===== src/logic/cpuPkg.sv =====
package cpuPkg;

    // Datapath widths
    localparam int DataWidth = 32;
    localparam int OpcodeWidth = 5;
    localparam int RegIndexWidth = 4;
    localparam int NumRegs = 16;
    localparam int AluOpWidth = 4;
    localparam int ConstWidth = 19;
    localparam int ShiftWidth = $clog2(DataWidth);

    // 512-word memory
    localparam int MemAddrWidth = 9;
    localparam int MemDepth = 512;

    // Cycles from read request to valid data
    localparam int MemWaitCycles = 2;
    localparam int WaitCountWidth = $clog2(MemWaitCycles + 1);

    typedef logic [DataWidth-1:0] wordT;
    typedef logic [OpcodeWidth-1:0] opcodeT;
    typedef logic [RegIndexWidth-1:0] regIndexT;
    typedef logic [MemAddrWidth-1:0] memAddrT;
    typedef logic [AluOpWidth-1:0] aluOpT;
    typedef logic [WaitCountWidth-1:0] waitCountT;

    // Opcodes in IR[31:27]
    localparam opcodeT OpLd = 5'd0;
    localparam opcodeT OpLdi = 5'd1;
    localparam opcodeT OpSt = 5'd2;
    localparam opcodeT OpAdd = 5'd3;
    localparam opcodeT OpSub = 5'd4;
    localparam opcodeT OpAnd = 5'd5;
    localparam opcodeT OpOr = 5'd6;
    localparam opcodeT OpShl = 5'd7;
    localparam opcodeT OpShr = 5'd8;
    localparam opcodeT OpNeg = 5'd9;
    localparam opcodeT OpNot = 5'd10;
    localparam opcodeT OpOut = 5'd11;
    localparam opcodeT OpHalt = 5'd12;

    // ALU selects, same order as the ALU opcodes
    localparam aluOpT AluAdd = 4'd0;
    localparam aluOpT AluSub = 4'd1;
    localparam aluOpT AluAnd = 4'd2;
    localparam aluOpT AluOr = 4'd3;
    localparam aluOpT AluShl = 4'd4;
    localparam aluOpT AluShr = 4'd5;
    localparam aluOpT AluNeg = 4'd6;
    localparam aluOpT AluNot = 4'd7;

    typedef enum logic [3:0] {
        Idle,
        Fetch0,
        Fetch1,
        Fetch2,
        Mem3,
        Mem4,
        Mem5,
        Ldi5,
        Ld6,
        Ld7,
        St6,
        Alu3,
        Alu4,
        Alu5,
        Out3,
        Halted
    } ctrlStateT;

endpackage

===== src/logic/memWaitTimer.sv =====
`timescale 1ns/10ps

module memWaitTimer (
    input  logic clk,
    input  logic reset,
    input  logic memRead,
    output logic memReady
);

    logic busy;
    cpuPkg::waitCountT count;
    cpuPkg::waitCountT remaining;

    // First cycle of a read starts from the full wait count
    assign remaining = busy ? count : cpuPkg::waitCountT'(cpuPkg::MemWaitCycles);
    assign memReady = memRead && (remaining == '0);

    always_ff @(posedge clk or posedge reset) begin
        if (reset) begin
            busy <= 1'b0;
            count <= '0;
        end else if (!memRead || memReady) begin
            busy <= 1'b0;
        end else begin
            busy <= 1'b1;
            count <= remaining - 1'b1;
        end
    end

endmodule


===== config.mk =====
export PLATFORM = sky130hd
export DESIGN_NAME = memWaitTimer
export DESIGN_NICKNAME = d
export VERILOG_FILES = /design/src/logic/cpuPkg.sv /design/src/logic/memWaitTimer.sv
export SDC_FILE = /design/constraint.sdc
export NUM_CORES = 1
export LEC_CHECK = 0
export BUFFER_PORTS_ARGS = -buffer_cell sky130_fd_sc_hd__buf_4
export CORE_AREA = 2 2 39 41
export CTS_CLUSTER_SIZE = 25
export DETAILED_ROUTE_END_ITERATION = 10
export DIE_AREA = 0 0 41 43
export PLACE_DENSITY = 0.34
export RECOVER_POWER = 50
export SKIP_CTS_REPAIR_TIMING = 1
export SLEW_MARGIN = 20
export SYNTH_ARGS = -nofsm -noshare
export SYNTH_HDL_FRONTEND = slang
export SYNTH_SLANG_ARGS = --single-unit

===== constraint.sdc =====
create_clock -name clk -period 1.25 [get_ports clk]
set_input_delay 0.0625 -clock clk [delete_from_list [all_inputs] [get_ports clk]]
set_output_delay 0.0625 -clock clk [all_outputs]
set_load 0.1 [all_outputs]

==> impl_summary.md <==
GRT
In this run the most used layer during global routing was met4. For met3 alone, demand over resource in global routing was 0.03141. In the global route stage, met1 resource usage came out at 0.03236. The met2 capacity usage during global routing is 0.03125. The via count of the first global-routing pass is 103. The total overflow left after global routing is 0. Entering global routing, the biggest net connects 4 pins. The total global routing track utilization is 0.03823. The first-pass GRT wire length is 345 um. The initial antenna violation count is 0.

Floorplanning
The initial utilization of the core area, before any placement, comes to 0.1094. The die covers 1763 um2. 4 I/O pins were placed.

In this run the horizontal extent of the chip is 41 um. The region available for standard cell placement spans 1384 um2. The number of cell rows is 14. The height of the die is 43 um.

STA
Setup repair after global routing could not meet its margin everywhere. The final worst clock skew is 0.4539 ps. Once routing completed, OpenROAD measured the worst setup slack at -21.31 ps. The final critical path time including I/O delays and setup is 1271 ps.

The worst hold-check slack is 220.3 ps. For the pin with the worst max-slew slack, the measured transition is 122.9 ps. The final-report max-slew violation count came to 0.

The maximum frequency from static timing analysis is 786.6 MHz. The final cycle utilization of the critical path is 1.017. The worst pin sits at a relative slew slack of 0.9157. Setup violations remaining at the end of the flow were counted as 1. The number of endpoints with negative hold slack in the final report came to 0.

Critical path
The worst path required time is 1190 ps. The signal arrival time at the worst endpoint is 1210 ps. The maximum net fanout on the critical path is 2. STA classifies the critical path endpoint as a primary output. The worst setup path is of the reg2out kind. STA classifies the critical path startpoint as a flop.

Final layout
At the end of the flow, the number of nets in the layout was 26. The count of inserted antenna diode cells is 0. The filler-free cell count of the finished design is 37.

The layout has 149 filler cells. The layout overhead on the synthesized area is 79.34%. The fraction of layout instances using a drive strength above 1 is 0.5714.

Drt
The detail route stage leaves a number of antenna-violating nets equal to 0. After the first detailed-routing iteration, the DRC count stood at 0. Dividing the detail-routed wire length by the instance count gives 6.351 um. The number of optimization iterations in the first detailed-route pass is 1. The routed layout has 115 vias. For this run, design rule violations remaining after detail routing come to 0. The average vias per placed instance is 3.108. The final layout contains routed wiring with a total length of 235 um.

Status
The flow ran to the end, but the final reports show violations. The checks that failed: negative setup slack.

Power and ir drop
The internal power of the cells totals 0.3790 mW. Of the total power, the share spent switching nets is 0.3225. The part of the total power dissipated in the clock network is 0.300. The combinational share of power is 0.410. The largest voltage drop on the vdd net is 570.7 uV.

For this design the static power due to leakage is 0.1287 nW. The power per cell area is 2060 nW/um2. The analysis attributes to net switching a power of 0.1804 mW. The sequential share of power is 0.290.

Synth
By area the synthesized netlist is led by dfrtp_1, mux2_4, nor2b_4. The fraction of post-synthesis cell area in the top cell type by area is 0.4959. The average instance in the mapped netlist occupies 12.62 um2. The number of enable flip-flop cells after synthesis is 0. Synthesis produced a netlist with a net count of 16. Of the synthesized area, sequential elements account for 0.4959. The number of warnings printed during yosys synthesis is 0. The combined area of all synthesized cells is 151.4 um2.

The synthesized design contains 3 register bits. The commonest cells after synthesis are dfrtp_1, inv_1. Among all flip-flop cells after synthesis, the most frequent one is dfrtp_1. The number of standard cells after synthesis is 12. The share of flip-flops with an asynchronous set or reset is 1.000.

In the post-synthesis netlist, the cell with the most instances is dfrtp_1. Of all cell types, the one taking the most synthesized area is dfrtp_1. Synthesis instantiated 9 different standard cells from the library.

Placed design
The worst setup slack after placement is 22.89 ps. In this run the tool buffered the top-level ports with 3 buffer cells. The congestion estimate from routability-driven global placement came to 0.6505. After detailed placement, the design holds a cell count of 32.

Clock tree
The later pin in the worst-skew pair is clocked with a latency of 230 ps. The clock sink count is 3. CTS placed an instance of clkbuf_4 at the clock tree root. The maximum level of the CTS H-tree is 1.

The buffer depth of the longest clock path is 2. The number of buffers added by the clock tree synthesis step is 3. Clock-pin slew was measured on the worst setup and hold paths at 40 ps. The clock tree from TritonCTS is done.

Flow run
Max-cap violations in this run came to 0.

Min path
The class of the worst hold path is in2reg.
-- metal layers --
| metal | vias up | part of all wire |
|---|---|---|
| met5 | - | 0 |
| met2 | 4 | 0.51 |
| met4 | 0 | 0 |
| met3 | 0 | 0.081 |
| li1 | 56 | - |
| met1 | 55 | 0.41 |
-- critical path, stage by stage, from the launching register on --
cell     delay (ps)
dfrtp_1         390
nor2b_4         130
ha_4            150
and2_4          140
buf_12          160
-- layout by cell type, fill, tap and decap left out --
cell type	count
and2_4	1
buf_12	1
buf_4	2
clkbuf_1	1
clkbuf_4	4
dfrtp_1	3
dlygate4sd3_1	1
ha_4	1
inv_1	2
mux2_4	1
mux2i_1	1
nand2_1	1
nor2b_4	2
-- per-stage QoR --
stage / instance area (um2) / util / setup TNS [ps] / total power, mW
2_1_floorplan: 153.9 / - / 0 / 0.2919
3_3_place_gp: 203.9 / 0.1474 / 0 / 0.3333
3_5_place_dp: 203.9 / 0.1474 / 0 / 0.3359
4_1_cts: 230.2 / 0.1664 / -178.6 / 0.5141
5_1_grt: 271.5 / 0.1962 / -80.02 / 0.6057
6_report: 271.5 / 0.1962 / -21.31 / 0.5593
-- area by class of cell --
type                       count  area (um2)  share of cell area
clock buffer                   4       26.28             0.09677
inverter                       2       7.507             0.02765
multi-input combinational      7       90.09              0.3318
sequential                     3       75.07              0.2765
tap                           16       20.02             0.07373
timing repair buffer           5       52.55              0.1935
-- state kept, by name (all words and copies together), names as in the netlist --
register  count
busy          1
count         2
-- power by group through the flow --
stage,Sequential (mW),Clock [mW],Combinational [mW]
2_1_floorplan,0.151,0,0.141
3_3_place_gp,0.154,0,0.179
3_5_place_dp,0.155,0,0.181
4_1_cts,0.153,0.179,0.182
5_1_grt,0.167,0.190,0.249
6_report,0.162,0.168,0.229
-- worst paths after layout --
kind / from / endpoint / slack (ps) / cells past startpoint
worst max-delay path: count[1]$_DFFE_PP0N_ / memReady / -20 / 4
worst min-delay path: memRead / busy$_DFF_PP0_ / 220 / 3
worst max register to register: busy$_DFF_PP0_ / count[0]$_DFFE_PP0N_ / 50 / 4
worst min register to register: count[0]$_DFFE_PP0N_ / count[0]$_DFFE_PP0N_ / 510 / 1
max in group asynchronous: reset / count[0]$_DFFE_PP0N_ / 880 / 3
min in group asynchronous: reset / count[1]$_DFFE_PP0N_ / 250 / 3
-- logic make-up after synthesis --
logic type | after synthesis | synth area share
fa+ha+maj | 1 | 0.08263
buf+inv | 2 | 0.04961
flops | 3 | 0.4959
mux | 2 | 0.1653
simple gates | 4 | 0.2066
Power figures use the tool's default switching activity.
