$ cat config.mk
export PLATFORM = sky130hd
export DESIGN_NAME = controlUnit
export DESIGN_NICKNAME = d
export VERILOG_FILES = /design/src/logic/cpuPkg.sv /design/src/logic/controlUnit.sv
export SDC_FILE = /design/constraint.sdc
export NUM_CORES = 1
export LEC_CHECK = 0
export BUFFER_PORTS_ARGS = -buffer_cell sky130_fd_sc_hd__buf_2
export CORE_MARGIN = 3
export CORE_UTILIZATION = 40
export DETAILED_ROUTE_END_ITERATION = 8
export GPL_ROUTABILITY_DRIVEN = 0
export PLACE_DENSITY_LB_ADDON = 0.3
export SETUP_SLACK_MARGIN = 0.05
export SKIP_CTS_REPAIR_TIMING = 1
export SYNTH_ARGS = -nofsm -noshare
export SYNTH_HDL_FRONTEND = slang
export SYNTH_SLANG_ARGS = --single-unit
$ cat constraint.sdc
create_clock -name clk -period 1.6 [get_ports clk]
set_input_delay 0.08 -clock clk [delete_from_list [all_inputs] [get_ports clk]]
set_output_delay 0.08 -clock clk [all_outputs]
set_load 0.05 [all_outputs]
$ cat src/logic/cpuPkg.sv
package cpuPkg;

    // Datapath widths
    localparam int DataWidth = 32;
    localparam int OpcodeWidth = 5;
    localparam int RegIndexWidth = 4;
    localparam int NumRegs = 16;
    localparam int AluOpWidth = 4;
    localparam int ConstWidth = 19;
    localparam int ShiftWidth = $clog2(DataWidth);

    // 512-word memory
    localparam int MemAddrWidth = 9;
    localparam int MemDepth = 512;

    // Cycles from read request to valid data
    localparam int MemWaitCycles = 2;
    localparam int WaitCountWidth = $clog2(MemWaitCycles + 1);

    typedef logic [DataWidth-1:0] wordT;
    typedef logic [OpcodeWidth-1:0] opcodeT;
    typedef logic [RegIndexWidth-1:0] regIndexT;
    typedef logic [MemAddrWidth-1:0] memAddrT;
    typedef logic [AluOpWidth-1:0] aluOpT;
    typedef logic [WaitCountWidth-1:0] waitCountT;

    // Opcodes in IR[31:27]
    localparam opcodeT OpLd = 5'd0;
    localparam opcodeT OpLdi = 5'd1;
    localparam opcodeT OpSt = 5'd2;
    localparam opcodeT OpAdd = 5'd3;
    localparam opcodeT OpSub = 5'd4;
    localparam opcodeT OpAnd = 5'd5;
    localparam opcodeT OpOr = 5'd6;
    localparam opcodeT OpShl = 5'd7;
    localparam opcodeT OpShr = 5'd8;
    localparam opcodeT OpNeg = 5'd9;
    localparam opcodeT OpNot = 5'd10;
    localparam opcodeT OpOut = 5'd11;
    localparam opcodeT OpHalt = 5'd12;

    // ALU selects, same order as the ALU opcodes
    localparam aluOpT AluAdd = 4'd0;
    localparam aluOpT AluSub = 4'd1;
    localparam aluOpT AluAnd = 4'd2;
    localparam aluOpT AluOr = 4'd3;
    localparam aluOpT AluShl = 4'd4;
    localparam aluOpT AluShr = 4'd5;
    localparam aluOpT AluNeg = 4'd6;
    localparam aluOpT AluNot = 4'd7;

    typedef enum logic [3:0] {
        Idle,
        Fetch0,
        Fetch1,
        Fetch2,
        Mem3,
        Mem4,
        Mem5,
        Ldi5,
        Ld6,
        Ld7,
        St6,
        Alu3,
        Alu4,
        Alu5,
        Out3,
        Halted
    } ctrlStateT;

endpackage
$ cat src/logic/controlUnit.sv
`timescale 1ns/10ps

module controlUnit (
    input  logic clk,
    input  logic reset,
    input  logic start,
    input  logic stop,
    input  cpuPkg::opcodeT opcode,
    input  logic memReady,
    output logic run,
    // Bus sources, one-hot
    output logic regOut,
    output logic pcOut,
    output logic mdrOut,
    output logic zLowOut,
    output logic cOut,
    // Register loads
    output logic regIn,
    output logic pcIn,
    output logic irIn,
    output logic yIn,
    output logic zIn,
    output logic outPortIn,
    // ALU and register select
    output logic incPc,
    output cpuPkg::aluOpT aluOp,
    output logic gra,
    output logic grb,
    output logic grc,
    output logic baOut,
    // Memory
    output logic marIn,
    output logic mdrIn,
    output logic memRead,
    output logic memWrite
);

    cpuPkg::ctrlStateT state;
    cpuPkg::ctrlStateT nextState;
    logic stopPending;

    always_ff @(posedge clk or posedge reset) begin
        if (reset) begin
            state <= cpuPkg::Idle;
            stopPending <= 1'b0;
        end else begin
            state <= nextState;
            // Stop is only looked at during Fetch0
            if (state == cpuPkg::Fetch0 && stop) begin
                stopPending <= 1'b1;
            end
        end
    end

    always_comb begin
        nextState = state;
        case (state)
            cpuPkg::Idle: begin
                if (start) begin
                    nextState = cpuPkg::Fetch0;
                end
            end
            cpuPkg::Fetch0: nextState = cpuPkg::Fetch1;
            cpuPkg::Fetch1: begin
                if (memReady) begin
                    nextState = cpuPkg::Fetch2;
                end
            end
            // Opcode here is the word being loaded into IR
            cpuPkg::Fetch2: begin
                if (stopPending) begin
                    nextState = cpuPkg::Halted;
                end else begin
                    case (opcode)
                        cpuPkg::OpLd, cpuPkg::OpLdi, cpuPkg::OpSt: nextState = cpuPkg::Mem3;
                        cpuPkg::OpAdd, cpuPkg::OpSub, cpuPkg::OpAnd, cpuPkg::OpOr,
                        cpuPkg::OpShl, cpuPkg::OpShr, cpuPkg::OpNeg, cpuPkg::OpNot:
                            nextState = cpuPkg::Alu3;
                        cpuPkg::OpOut: nextState = cpuPkg::Out3;
                        default: nextState = cpuPkg::Halted;
                    endcase
                end
            end
            cpuPkg::Mem3: nextState = cpuPkg::Mem4;
            cpuPkg::Mem4: begin
                nextState = (opcode == cpuPkg::OpLdi) ? cpuPkg::Ldi5 : cpuPkg::Mem5;
            end
            cpuPkg::Mem5: begin
                nextState = (opcode == cpuPkg::OpLd) ? cpuPkg::Ld6 : cpuPkg::St6;
            end
            cpuPkg::Ldi5: nextState = cpuPkg::Fetch0;
            cpuPkg::Ld6: begin
                if (memReady) begin
                    nextState = cpuPkg::Ld7;
                end
            end
            cpuPkg::Ld7: nextState = cpuPkg::Fetch0;
            cpuPkg::St6: nextState = cpuPkg::Fetch0;
            cpuPkg::Alu3: nextState = cpuPkg::Alu4;
            cpuPkg::Alu4: nextState = cpuPkg::Alu5;
            cpuPkg::Alu5: nextState = cpuPkg::Fetch0;
            cpuPkg::Out3: nextState = cpuPkg::Fetch0;
            cpuPkg::Halted: nextState = cpuPkg::Halted;
            default: nextState = cpuPkg::Idle;
        endcase
    end

    assign run = (state != cpuPkg::Idle) && (state != cpuPkg::Halted);

    always_comb begin
        regOut = 1'b0;
        pcOut = 1'b0;
        mdrOut = 1'b0;
        zLowOut = 1'b0;
        cOut = 1'b0;
        regIn = 1'b0;
        pcIn = 1'b0;
        irIn = 1'b0;
        yIn = 1'b0;
        zIn = 1'b0;
        outPortIn = 1'b0;
        incPc = 1'b0;
        aluOp = cpuPkg::AluAdd;
        gra = 1'b0;
        grb = 1'b0;
        grc = 1'b0;
        baOut = 1'b0;
        marIn = 1'b0;
        mdrIn = 1'b0;
        memRead = 1'b0;
        memWrite = 1'b0;
        case (state)
            cpuPkg::Fetch0: begin
                pcOut = 1'b1;
                marIn = 1'b1;
                incPc = 1'b1;
                zIn = 1'b1;
            end
            // Held until the timer reports data ready
            cpuPkg::Fetch1: begin
                zLowOut = 1'b1;
                pcIn = 1'b1;
                memRead = 1'b1;
                mdrIn = 1'b1;
            end
            cpuPkg::Fetch2: begin
                mdrOut = 1'b1;
                irIn = 1'b1;
            end
            // Base register, R0 reads as zero here
            cpuPkg::Mem3: begin
                grb = 1'b1;
                baOut = 1'b1;
                regOut = 1'b1;
                yIn = 1'b1;
            end
            cpuPkg::Mem4: begin
                cOut = 1'b1;
                zIn = 1'b1;
            end
            cpuPkg::Mem5: begin
                zLowOut = 1'b1;
                marIn = 1'b1;
            end
            cpuPkg::Ldi5, cpuPkg::Alu5: begin
                zLowOut = 1'b1;
                gra = 1'b1;
                regIn = 1'b1;
            end
            cpuPkg::Ld6: begin
                memRead = 1'b1;
                mdrIn = 1'b1;
            end
            cpuPkg::Ld7: begin
                mdrOut = 1'b1;
                gra = 1'b1;
                regIn = 1'b1;
            end
            // ra goes into MDR and the RAM in the same cycle
            cpuPkg::St6: begin
                gra = 1'b1;
                regOut = 1'b1;
                mdrIn = 1'b1;
                memWrite = 1'b1;
            end
            cpuPkg::Alu3: begin
                grb = 1'b1;
                regOut = 1'b1;
                yIn = 1'b1;
            end
            cpuPkg::Alu4: begin
                grc = 1'b1;
                regOut = 1'b1;
                zIn = 1'b1;
                aluOp = cpuPkg::aluOpT'(opcode - cpuPkg::OpAdd);
            end
            cpuPkg::Out3: begin
                gra = 1'b1;
                regOut = 1'b1;
                outPortIn = 1'b1;
            end
            default: begin
            end
        endcase
    end

endmodule

==> flow_summary.yaml <==
run_status:
  status: "complete, but fails checks"
  violations: "setup timing"
die:
  core_area_um2: 1560
  die_w_um: 47.4
  die_y_um: 47.4
  rows: 14
  io_pins: 35
  dieArea_um2: 2240
  initial_core_util_pct: 43.9
flow_run:
  cap_viol_max_count: 0
critical_path:
  endpoint_kind: "output port"
  cp_slowest_stage_delay_ns: 0.47
  worst_path_max_delay_cell: "dfrtp_2"
  arrival_ns: 1.54
  ff2ff_setup_slack_ns: 0.06
  worstPathRequired_ns: 1.52
  path_max_fanout: 8
  worstSetupStartpointType: "flop"
  worstSetupPathType: "reg2out"
  crit_chain: "buf_6, xnor2_4, nor3_4, buf_2"
clock_tree:
  clkSinkCount: 5
  cts.path.max_buffers: 2
  htreeDepth: 1
  cts_tree: "built"
  clockRootBuffer: "clkbuf_4"
  insertion_delay_ns: 0.25
  cts-buffers-inserted: 3
  path_clk_slew_ns: 0.05
drt:
  drtIter0Drc: 43
  wl_per_cell_um: 16.4
  vias_per_cell: 5.54
  route.detailed.drc: 0
  via_count: 958
  ant_nets: 0
  wl_um: 2840
  dr.pass1.iters: 4
sta:
  drv_slew: 0
  fin_crit_sh_pct: 102
  grt_setup_unrepaired: "yes"
  worst_slack_ns: -0.0248
  finalSetupTns_ns: -0.0479
  setup_violations: 2
  fin_crit_ns: 1.62
  fmax_mhz: 615
  slew_headroom_pct: 76.3
  hold_viol: 0
  skew_ns: 0.00762
  worst_pin_slew_ns: 0.353
yosys:
  ys_seq_area_share_pct: 18.3
  synth_cell_types: 33
  syn_avg_cell_area_um2: 6.91
  synth_edf_count: 0
  synthCells: 99
  yosys_warnings: 0
  synthFlopType: "dfrtp_1"
  synthTopCellsByArea: "dfrtp_1 18%, ha_1 9.1%, nor2_1 8.8%"
  yosysTopAreaCell: "dfrtp_1"
  syn-cell-area_um2: 684
  async_reset_ff_share_pct: 100
  synth_seq_cells: 5
  yosysTopAreaCellShare_pct: 18.3
  syn-num-nets: 114
final_layout:
  antennaDiodeCount: 0
  final_area_um2: 1380
  finalNetCount: 173
  syn2layout_area_growth_pct: 101
  final_cells: 173
  drive_gt1_share_pct: 63.1
global_routing:
  grt_busiest_layer: "met2"
  grt_max_degree: 10
  use_met1_pct: 26.1
  grt-ovfl-total: 0
  antenna_found_initial: 0
  gr-usage-met3_pct: 4.60
  grt_usage_pct: 21.5
  first_global_vias: 797
  grt_pass1_wl_um: 3440
  use_met2_pct: 38.0
place:
  hpwl_um: 1750
  io_buffers: 34
  dp.cells: 159
  dpl-instance-area_um2: 1060
min_path:
  hold_path.class: "in2reg"
-- synthesized netlist by cell type (all sizes together) (2+ instances only) --
cell,n
a31oi,2
clkbuf,2
a211oi,3
dfrtp,5
nor2b,3
and2,2
nand2b,4
nand3,2
ha,5
nor3,6
nand2,6
inv,10
buf,5
xnor2,2
a21oi,6
o21ai,7
nor2,16
-- registers in the layout, summed over array words and instances, names as in the netlist --
signal / cells
stopPending: 1
state: 4
-- worst paths after layout --
kind                        startpoint  depth (start not counted)     endpoint
min reg2reg                stopPending                          1  stopPending
min in group asynchronous        reset                          3  stopPending
max reg2reg                   state[2]                          5     state[0]
max                           state[1]                          4      memRead
max in group asynchronous        reset                          3     state[0]
min                               stop                          2  stopPending
-- critical path: cells and delay by family (launching register included) --
kind                   cells  cell delay [ns]
XOR/XNOR                   1             0.15
buffers and inverters      2             0.45
flip-flops                 1             0.47
AND/OR/NAND/NOR            1             0.22
-- cell usage in the layout, fill, tap and decap left out, types with 2 or more instances in the layout --
master     n
nor2_1    11
a31oi_1    2
nor2_2     4
a21oi_2    2
nor2b_4    2
buf_8      2
clkbuf_4   6
a21oi_1    4
a211oi_1   3
nand2_1    3
ha_1       5
buf_6     17
o21ai_1    5
dfrtp_2    4
buf_2     14
nand2_2    3
nor3_4     3
nor3_2     2
nand2b_4   3
buf_4     24
inv_1      7
-- metrics by stage --
stage	worst slack [ns]	hold WS (ns)	util, %
5_1_grt	-0.0764	0.0196	88.2
3_5_place_dp	-0.0209	-0.0135	67.8
6_report	-0.0248	0.0221	88.2
4_1_cts	-0.152	-0.281	69.5
3_3_place_gp	0.0752	-0.0201	67.8
2_1_floorplan	-0.241	-0.141	-
-- layer usage --
layer / wire length [um] / vias to the layer above
li1: - / 460
met1: 1100 / 447
met2: 1530 / 43
met3: 148 / 8
met4: 56 / 0
met5: 0 / -
-- cell families after synthesis --
| family | count (synthesis) | share of synthesized area (%) |
|---|---|---|
| AND/OR/NAND/NOR | 45 | 34.9 |
| AO/OA/AOI/OAI | 24 | 22.7 |
| buffers and inverters | 17 | 11.0 |
| adder cells (fa/ha/maj) | 5 | 9.14 |
| flip-flops | 5 | 18.3 |
| XOR/XNOR | 2 | 2.56 |
| multiplexers | 1 | 1.46 |
-- cell type report --
| cell class | instances | area (um^2) |
|---|---|---|
| Fill cell | 77 | 184 |
| Tap cell | 16 | 20.0 |
| Inverter | 10 | 43.8 |
| Timing Repair Buffer | 61 | 504 |
| Clock buffer | 4 | 26.3 |
| Sequential cell | 5 | 130 |
| Multi-Input combinational cell | 77 | 651 |
Power is not shown: default switching activity piles up to over one toggle a cycle in this logic, so the estimate is an artifact.
