### src/logic/cpuPkg.sv
package cpuPkg;

    // Datapath widths
    localparam int DataWidth = 32;
    localparam int OpcodeWidth = 5;
    localparam int RegIndexWidth = 4;
    localparam int NumRegs = 16;
    localparam int AluOpWidth = 4;
    localparam int ConstWidth = 19;
    localparam int ShiftWidth = $clog2(DataWidth);

    // 512-word memory
    localparam int MemAddrWidth = 9;
    localparam int MemDepth = 512;

    // Cycles from read request to valid data
    localparam int MemWaitCycles = 2;
    localparam int WaitCountWidth = $clog2(MemWaitCycles + 1);

    typedef logic [DataWidth-1:0] wordT;
    typedef logic [OpcodeWidth-1:0] opcodeT;
    typedef logic [RegIndexWidth-1:0] regIndexT;
    typedef logic [MemAddrWidth-1:0] memAddrT;
    typedef logic [AluOpWidth-1:0] aluOpT;
    typedef logic [WaitCountWidth-1:0] waitCountT;

    // Opcodes in IR[31:27]
    localparam opcodeT OpLd = 5'd0;
    localparam opcodeT OpLdi = 5'd1;
    localparam opcodeT OpSt = 5'd2;
    localparam opcodeT OpAdd = 5'd3;
    localparam opcodeT OpSub = 5'd4;
    localparam opcodeT OpAnd = 5'd5;
    localparam opcodeT OpOr = 5'd6;
    localparam opcodeT OpShl = 5'd7;
    localparam opcodeT OpShr = 5'd8;
    localparam opcodeT OpNeg = 5'd9;
    localparam opcodeT OpNot = 5'd10;
    localparam opcodeT OpOut = 5'd11;
    localparam opcodeT OpHalt = 5'd12;

    // ALU selects, same order as the ALU opcodes
    localparam aluOpT AluAdd = 4'd0;
    localparam aluOpT AluSub = 4'd1;
    localparam aluOpT AluAnd = 4'd2;
    localparam aluOpT AluOr = 4'd3;
    localparam aluOpT AluShl = 4'd4;
    localparam aluOpT AluShr = 4'd5;
    localparam aluOpT AluNeg = 4'd6;
    localparam aluOpT AluNot = 4'd7;

    typedef enum logic [3:0] {
        Idle,
        Fetch0,
        Fetch1,
        Fetch2,
        Mem3,
        Mem4,
        Mem5,
        Ldi5,
        Ld6,
        Ld7,
        St6,
        Alu3,
        Alu4,
        Alu5,
        Out3,
        Halted
    } ctrlStateT;

endpackage
### src/logic/busDatapath.sv
`timescale 1ns/10ps

module busDatapath (
    input  logic clk,
    input  logic reset,
    input  logic regOut,
    input  logic pcOut,
    input  logic mdrOut,
    input  logic zLowOut,
    input  logic cOut,
    input  logic regIn,
    input  logic pcIn,
    input  logic irIn,
    input  logic yIn,
    input  logic zIn,
    input  logic outPortIn,
    input  logic incPc,
    input  cpuPkg::aluOpT aluOp,
    input  logic gra,
    input  logic grb,
    input  logic grc,
    input  logic baOut,
    input  cpuPkg::wordT mdrValue,
    output cpuPkg::wordT busValue,
    output cpuPkg::opcodeT opcode,
    output cpuPkg::wordT outPort,
    output logic outStrobe
);

    cpuPkg::wordT pc;
    cpuPkg::wordT ir;
    cpuPkg::wordT y;
    cpuPkg::wordT z;
    cpuPkg::wordT regData;
    cpuPkg::wordT aluResult;
    cpuPkg::wordT cValue;

    // C field, sign-extended
    assign cValue = {{(cpuPkg::DataWidth - cpuPkg::ConstWidth){ir[cpuPkg::ConstWidth-1]}},
                     ir[cpuPkg::ConstWidth-1:0]};

    always_comb begin
        if (regOut) begin
            busValue = regData;
        end else if (pcOut) begin
            busValue = pc;
        end else if (mdrOut) begin
            busValue = mdrValue;
        end else if (zLowOut) begin
            busValue = z;
        end else if (cOut) begin
            busValue = cValue;
        end else begin
            busValue = '0;
        end
    end

    // Lets Fetch2 dispatch on the instruction it is loading
    assign opcode = irIn ? busValue[31:27] : ir[31:27];

    always_ff @(posedge clk or posedge reset) begin
        if (reset) begin
            pc <= '0;
            ir <= '0;
            y <= '0;
            z <= '0;
            outPort <= '0;
            outStrobe <= 1'b0;
        end else begin
            if (pcIn) pc <= busValue;
            if (irIn) ir <= busValue;
            if (yIn) y <= busValue;
            if (zIn) z <= aluResult;
            if (outPortIn) outPort <= busValue;
            outStrobe <= outPortIn;
        end
    end

    registerFile u_registerFile (
        .clk(clk),
        .reset(reset),
        .ir(ir),
        .gra(gra),
        .grb(grb),
        .grc(grc),
        .baOut(baOut),
        .regIn(regIn),
        .busIn(busValue),
        .regData(regData)
    );

    alu u_alu (
        .aluOp(aluOp),
        .yValue(y),
        .busValue(busValue),
        .incPc(incPc),
        .result(aluResult)
    );

endmodule

### src/logic/alu.sv
`timescale 1ns/10ps

module alu (
    input  cpuPkg::aluOpT aluOp,
    input  cpuPkg::wordT yValue,
    input  cpuPkg::wordT busValue,
    input  logic incPc,
    output cpuPkg::wordT result
);

    logic [cpuPkg::ShiftWidth-1:0] shiftAmount;

    // Shift distance from the low bits of rc
    assign shiftAmount = busValue[cpuPkg::ShiftWidth-1:0];

    always_comb begin
        if (incPc) begin
            result = busValue + cpuPkg::wordT'(1);
        end else begin
            case (aluOp)
                cpuPkg::AluAdd: result = yValue + busValue;
                cpuPkg::AluSub: result = yValue - busValue;
                cpuPkg::AluAnd: result = yValue & busValue;
                cpuPkg::AluOr: result = yValue | busValue;
                cpuPkg::AluShl: result = yValue << shiftAmount;
                // logical, zero fill
                cpuPkg::AluShr: result = yValue >> shiftAmount;
                // Unary ops work on rb, held in Y
                cpuPkg::AluNeg: result = '0 - yValue;
                cpuPkg::AluNot: result = ~yValue;
                default: result = '0;
            endcase
        end
    end

endmodule

### src/logic/registerFile.sv
`timescale 1ns/10ps

module registerFile (
    input  logic clk,
    input  logic reset,
    input  cpuPkg::wordT ir,
    input  logic gra,
    input  logic grb,
    input  logic grc,
    input  logic baOut,
    input  logic regIn,
    input  cpuPkg::wordT busIn,
    output cpuPkg::wordT regData
);

    cpuPkg::wordT regs [cpuPkg::NumRegs];
    cpuPkg::regIndexT sel;

    // IR fields: ra 26:23, rb 22:19, rc 18:15
    always_comb begin
        if (gra) begin
            sel = ir[26:23];
        end else if (grb) begin
            sel = ir[22:19];
        end else if (grc) begin
            sel = ir[18:15];
        end else begin
            sel = '0;
        end
    end

    // R0 as a base address means absolute
    assign regData = (baOut && sel == '0) ? '0 : regs[sel];

    always_ff @(posedge clk or posedge reset) begin
        if (reset) begin
            for (int i = 0; i < cpuPkg::NumRegs; i++) begin
                regs[i] <= '0;
            end
        end else if (regIn) begin
            regs[sel] <= busIn;
        end
    end

endmodule

### config.mk
export PLATFORM = sky130hd
export DESIGN_NAME = busDatapath
export DESIGN_NICKNAME = d
export VERILOG_FILES = /design/src/logic/cpuPkg.sv /design/src/logic/busDatapath.sv /design/src/logic/alu.sv /design/src/logic/registerFile.sv
export SDC_FILE = /design/constraint.sdc
export NUM_CORES = 2
export LEC_CHECK = 0
export BUFFER_PORTS_ARGS = -buffer_cell sky130_fd_sc_hd__buf_2
export CAP_MARGIN = 20
export CORE_ASPECT_RATIO = 1.4
export CORE_MARGIN = 1.5
export CORE_UTILIZATION = 30
export CTS_CLUSTER_SIZE = 25
export DETAILED_ROUTE_END_ITERATION = 8
export SLEW_MARGIN = 20
export SYNTH_ARGS = -nofsm -noshare
export SYNTH_HDL_FRONTEND = slang
export SYNTH_SLANG_ARGS = --single-unit
### constraint.sdc
create_clock -name clk -period 33.7 [get_ports clk]
set_input_delay 10.11 -clock clk [delete_from_list [all_inputs] [get_ports clk]]
set_output_delay 10.11 -clock clk [all_outputs]
set_load 0.005 [all_outputs]
==> summary.txt <==
Synthesis
  – EDFF count, synth: 0
  – Main synth FF type: dfrtp_1
  – Post-synthesis net count: 4513
  – Post-Syn Area: between 30000 and 40000 um2
  – Async S/R FF share, synth: 1.00
  – Syn avg cell area: 8.74 um2
  – Gate Count Post-Synth: 4421
  – Sequential area share after synthesis: 0.436
  – #FFs+latches synth: 673
  – Cell variety after synth: 100
  – Warnings, synthesis: 0

Power
  – Comb power frac: 0.460
  – VDD IR max: 0.0767 mV
  – Int Pwr: 2.22 mW
  – Pwr dens: slightly above 90 nW/um2
  – LEAKAGE: about 19 nW
  – Total chip power: approximately 4.0 mW
  – Clock share of power: 0.201
  – Sw Pwr: ~1.8 mW
  – Register share of total power: 0.339
  – Switch share: 0.449

Timing
  – Fmax: 40.5 MHz
  – Slew margin rel.: 0.196
  – Final setup viols: 0
  – Post-route setup TNS: 0 ns
  – RSZ-0062 raised after global routing: false
  – Fin. max-slew vios: 0
  – Skew final: 0.0245 ns
  – Fin crit period: between 20 and 25 ns
  – Final period utilization: 0.733
  – Final hold violation count: 0
  – Tightest Pin Transition: roughly 1.2 ns

Detailed routing
  – DRT Pass-1 Iters: 6
  – Routed Antenna Nets: 0
  – Drt total wl: approximately 170000 um
  – DRC Markers: 0
  – Via count: about 35000
  – DRT iter0 DRCs: slightly below 4000
  – Vias/cell: 5.78
  – Wirelength per Cell: approximately 27 um

Die
  – Die area: between 100000 and 150000 um2
  – Die Ht: between 400 and 500 um
  – I/O pin cnt: about 120
  – Starting Density: 0.303
  – Total core area: ~130000 um2
  – Horiz. Die Dim: 306 um
  – # rows: roughly 160

Job
  – # Max-Cap Violations: 0

Placement
  – RePlAce Congestion: about 1.0
  – Final HPWL DP: approximately 110000 um
  – IO Port Bufs: roughly 120

Global routing
  – Initial antenna violation count: 8
  – Vias in the first global route: between 30000 and 40000
  – Gr usage total: 0.251
  – Gr ovfl total: 0
  – First-pass GRT wire length: 242000 um
  – Largest net degree at the start of global routing: ~140

Setup path
  – Crit path capture: busValue[4]
  – Flop2flop setup slack: between 20 and 25 ns
  – Critical path class: input port to output port
  – Worst Reg-to-Reg Cells: 29
  – CP Max Fanout: about 130
  – Worst path required time: around 24 ns
  – Arrival time worst endpoint: about 15 ns
  – RR Startpoint: ir[23]$_DFFE_PP0P_
  – Crit path launch type: input port
  – Reg2reg end: z[30]$_DFFE_PP0P_
  – CP Capture Type: output port
  – Critical Path Start: grb

Layout
  – Layout area overhead: 11.8%
  – Layout cell share with drive strength beyond 1: 0.127
  – Commonest non-fill, non-tap cell in the layout: nand2_1
  – Fill count: 13200
  – Most frequent cells in the layout: 827 x nand2_1, 673 x dfrtp_1, 665 x o21ai_0
  – NumNets Final: 4459
  – Final core occ: 0.339

Status
  – Outcome: complete, no violations

Clocking
  – Post_cts resized: 0
  – TritonCTS clock tree: done
  – Setup bufs post-CTS: 0
  – Clock Latency Late Sink: 0.66 ns
  – Clock root buffer: clkbuf_16
  – CTS Hold Bufs: 0
  – Clk sinks: approximately 670
  – Clk buf depth: 3
  – H-tree depth: 3
  – TritonCTS buffer count: around 70
  – Clock-pin transition on the worst setup and hold timing paths: 0.06 ns

Worst hold path
  – Worst Hold Class: flop to flop
[per-layer routing]
metal / global-route usage / wire length (um)
met1: 0.289 / 61200
met4: 0.185 / 14000
met3: 0.0434 / 12100
met2: 0.420 / 79100
met5: 0 / 50
[how the worst min path moves through the flow]
| stage | depth (start not counted) | from | slack [ns] | end |
|---|---|---|---|---|
| 4_1_cts | 2 | u_registerFile.regs[487]$_DFFE_PP0P_ | 0.48 | u_registerFile.regs[487]$_DFFE_PP0P_ |
| 3_3_place_gp | 2 | u_registerFile.regs[502]$_DFFE_PP0P_ | 0.45 | u_registerFile.regs[502]$_DFFE_PP0P_ |
| 3_5_place_dp | 2 | u_registerFile.regs[487]$_DFFE_PP0P_ | 0.46 | u_registerFile.regs[487]$_DFFE_PP0P_ |
| 6_report | 2 | u_registerFile.regs[113]$_DFFE_PP0P_ | 0.48 | u_registerFile.regs[113]$_DFFE_PP0P_ |
| 2_1_floorplan | 2 | u_registerFile.regs[502]$_DFFE_PP0P_ | 0.44 | u_registerFile.regs[502]$_DFFE_PP0P_ |
| 5_1_grt | 2 | u_registerFile.regs[360]$_DFFE_PP0P_ | 0.50 | u_registerFile.regs[360]$_DFFE_PP0P_ |
[critical path: stages]
cell      delay [ns]
buf_2           0.18
nand3b_1        0.50
a21oi_4         0.29
buf_12          0.59
buf_4           0.76
mux4_2          0.58
or3_1           0.31
o31ai_1         0.07
or2_1           0.13
buf_4           0.43
clkinv_1        0.28
buf_2           0.20
[sequential cells by signal (all words and copies together) (netlist names)]
name                 flops
u_registerFile.regs    512
ir                      32
outPort                 32
pc                      32
y                       32
z                       32
outStrobe                1
[power by group through the flow]
stage	Clock, mW	Sequential, mW	Combinational (mW)
CTS	0.822	1.36	1.81
detailed placement	0	1.37	1.81
global route	0.852	1.40	1.99
floorplan	0	1.29	1.21
finish	0.810	1.37	1.85
global placement	0	1.36	1.79
[Yosys cell counts (all sizes together) (9+ instances only)]
cell type	count	area, um2
a221o	12	120
a32o	12	120
nor3	57	327
or3	16	110
nand2	840	3150
a32oi	21	184
nand2b	13	81.3
ha	37	463
a22oi	54	415
nor2	281	1050
a2111oi	17	163
o21ai	668	3350
mux2	51	574
nor4	16	128
o221ai	24	210
and2	9	56.3
nand3	91	455
inv	59	221
a31oi	35	231
a21o	30	225
a41oi	13	144
xor2	19	166
o22ai	24	150
o2111ai	10	87.6
o211a	9	90.1
or4	9	71.3
mux2i	248	2480
dfrtp	673	16800
a21oi	261	1360
and3	19	119
buf	114	742
nand3b	14	118
a211oi	34	255
mux4	33	743
xnor2	78	683
nand4	28	175
clkbuf	281	1050
o31ai	16	125
o211ai	30	230
a221oi	43	383
nor2b	19	119
[per-stage QoR]
step | setup WS (ns) | instance area (um2) | cells | hold slack (ns)
final | 8.98 | 43200 | 6068 | 0.477
after global routing | 8.78 | 43200 | 6065 | 0.496
after CTS | 9.07 | 43200 | 6065 | 0.478
after detailed placement | 9.08 | 40900 | 5944 | 0.463
after global placement | 9.08 | 40900 | 5944 | 0.455
after floorplan | 4.73 | 38700 | 4421 | 0.442
[final cells by class]
cell class,count,area (um2),share of cell area
Multi-Input combinational cell,3286,20000,0.463
Clock inverter,32,362,0.00837
Antenna cell,3,7.51,0.000174
Timing Repair Buffer,270,1730,0.0401
Sequential cell,673,16800,0.390
Tap cell,1648,2060,0.0477
Inverter,67,259,0.00599
Clock buffer,89,1960,0.0453
[kinds of logic (layout without fill, tap and decap cells)]
group / count (synthesis) / count (layout) / synth area share
AOI/OAI and AO/OA: 1376 / 1376 / 0.218
xor gates and xnor gates: 97 / 97 / 0.0220
adders and majority gates: 38 / 38 / 0.0125
buffers and inverters: 462 / 458 / 0.0530
DFF: 673 / 673 / 0.436
muxes: 332 / 332 / 0.0983
other: 0 / 3 / 0
and+or+nand+nor: 1443 / 1443 / 0.161
Note: power is estimated with default switching activity, not from simulation.
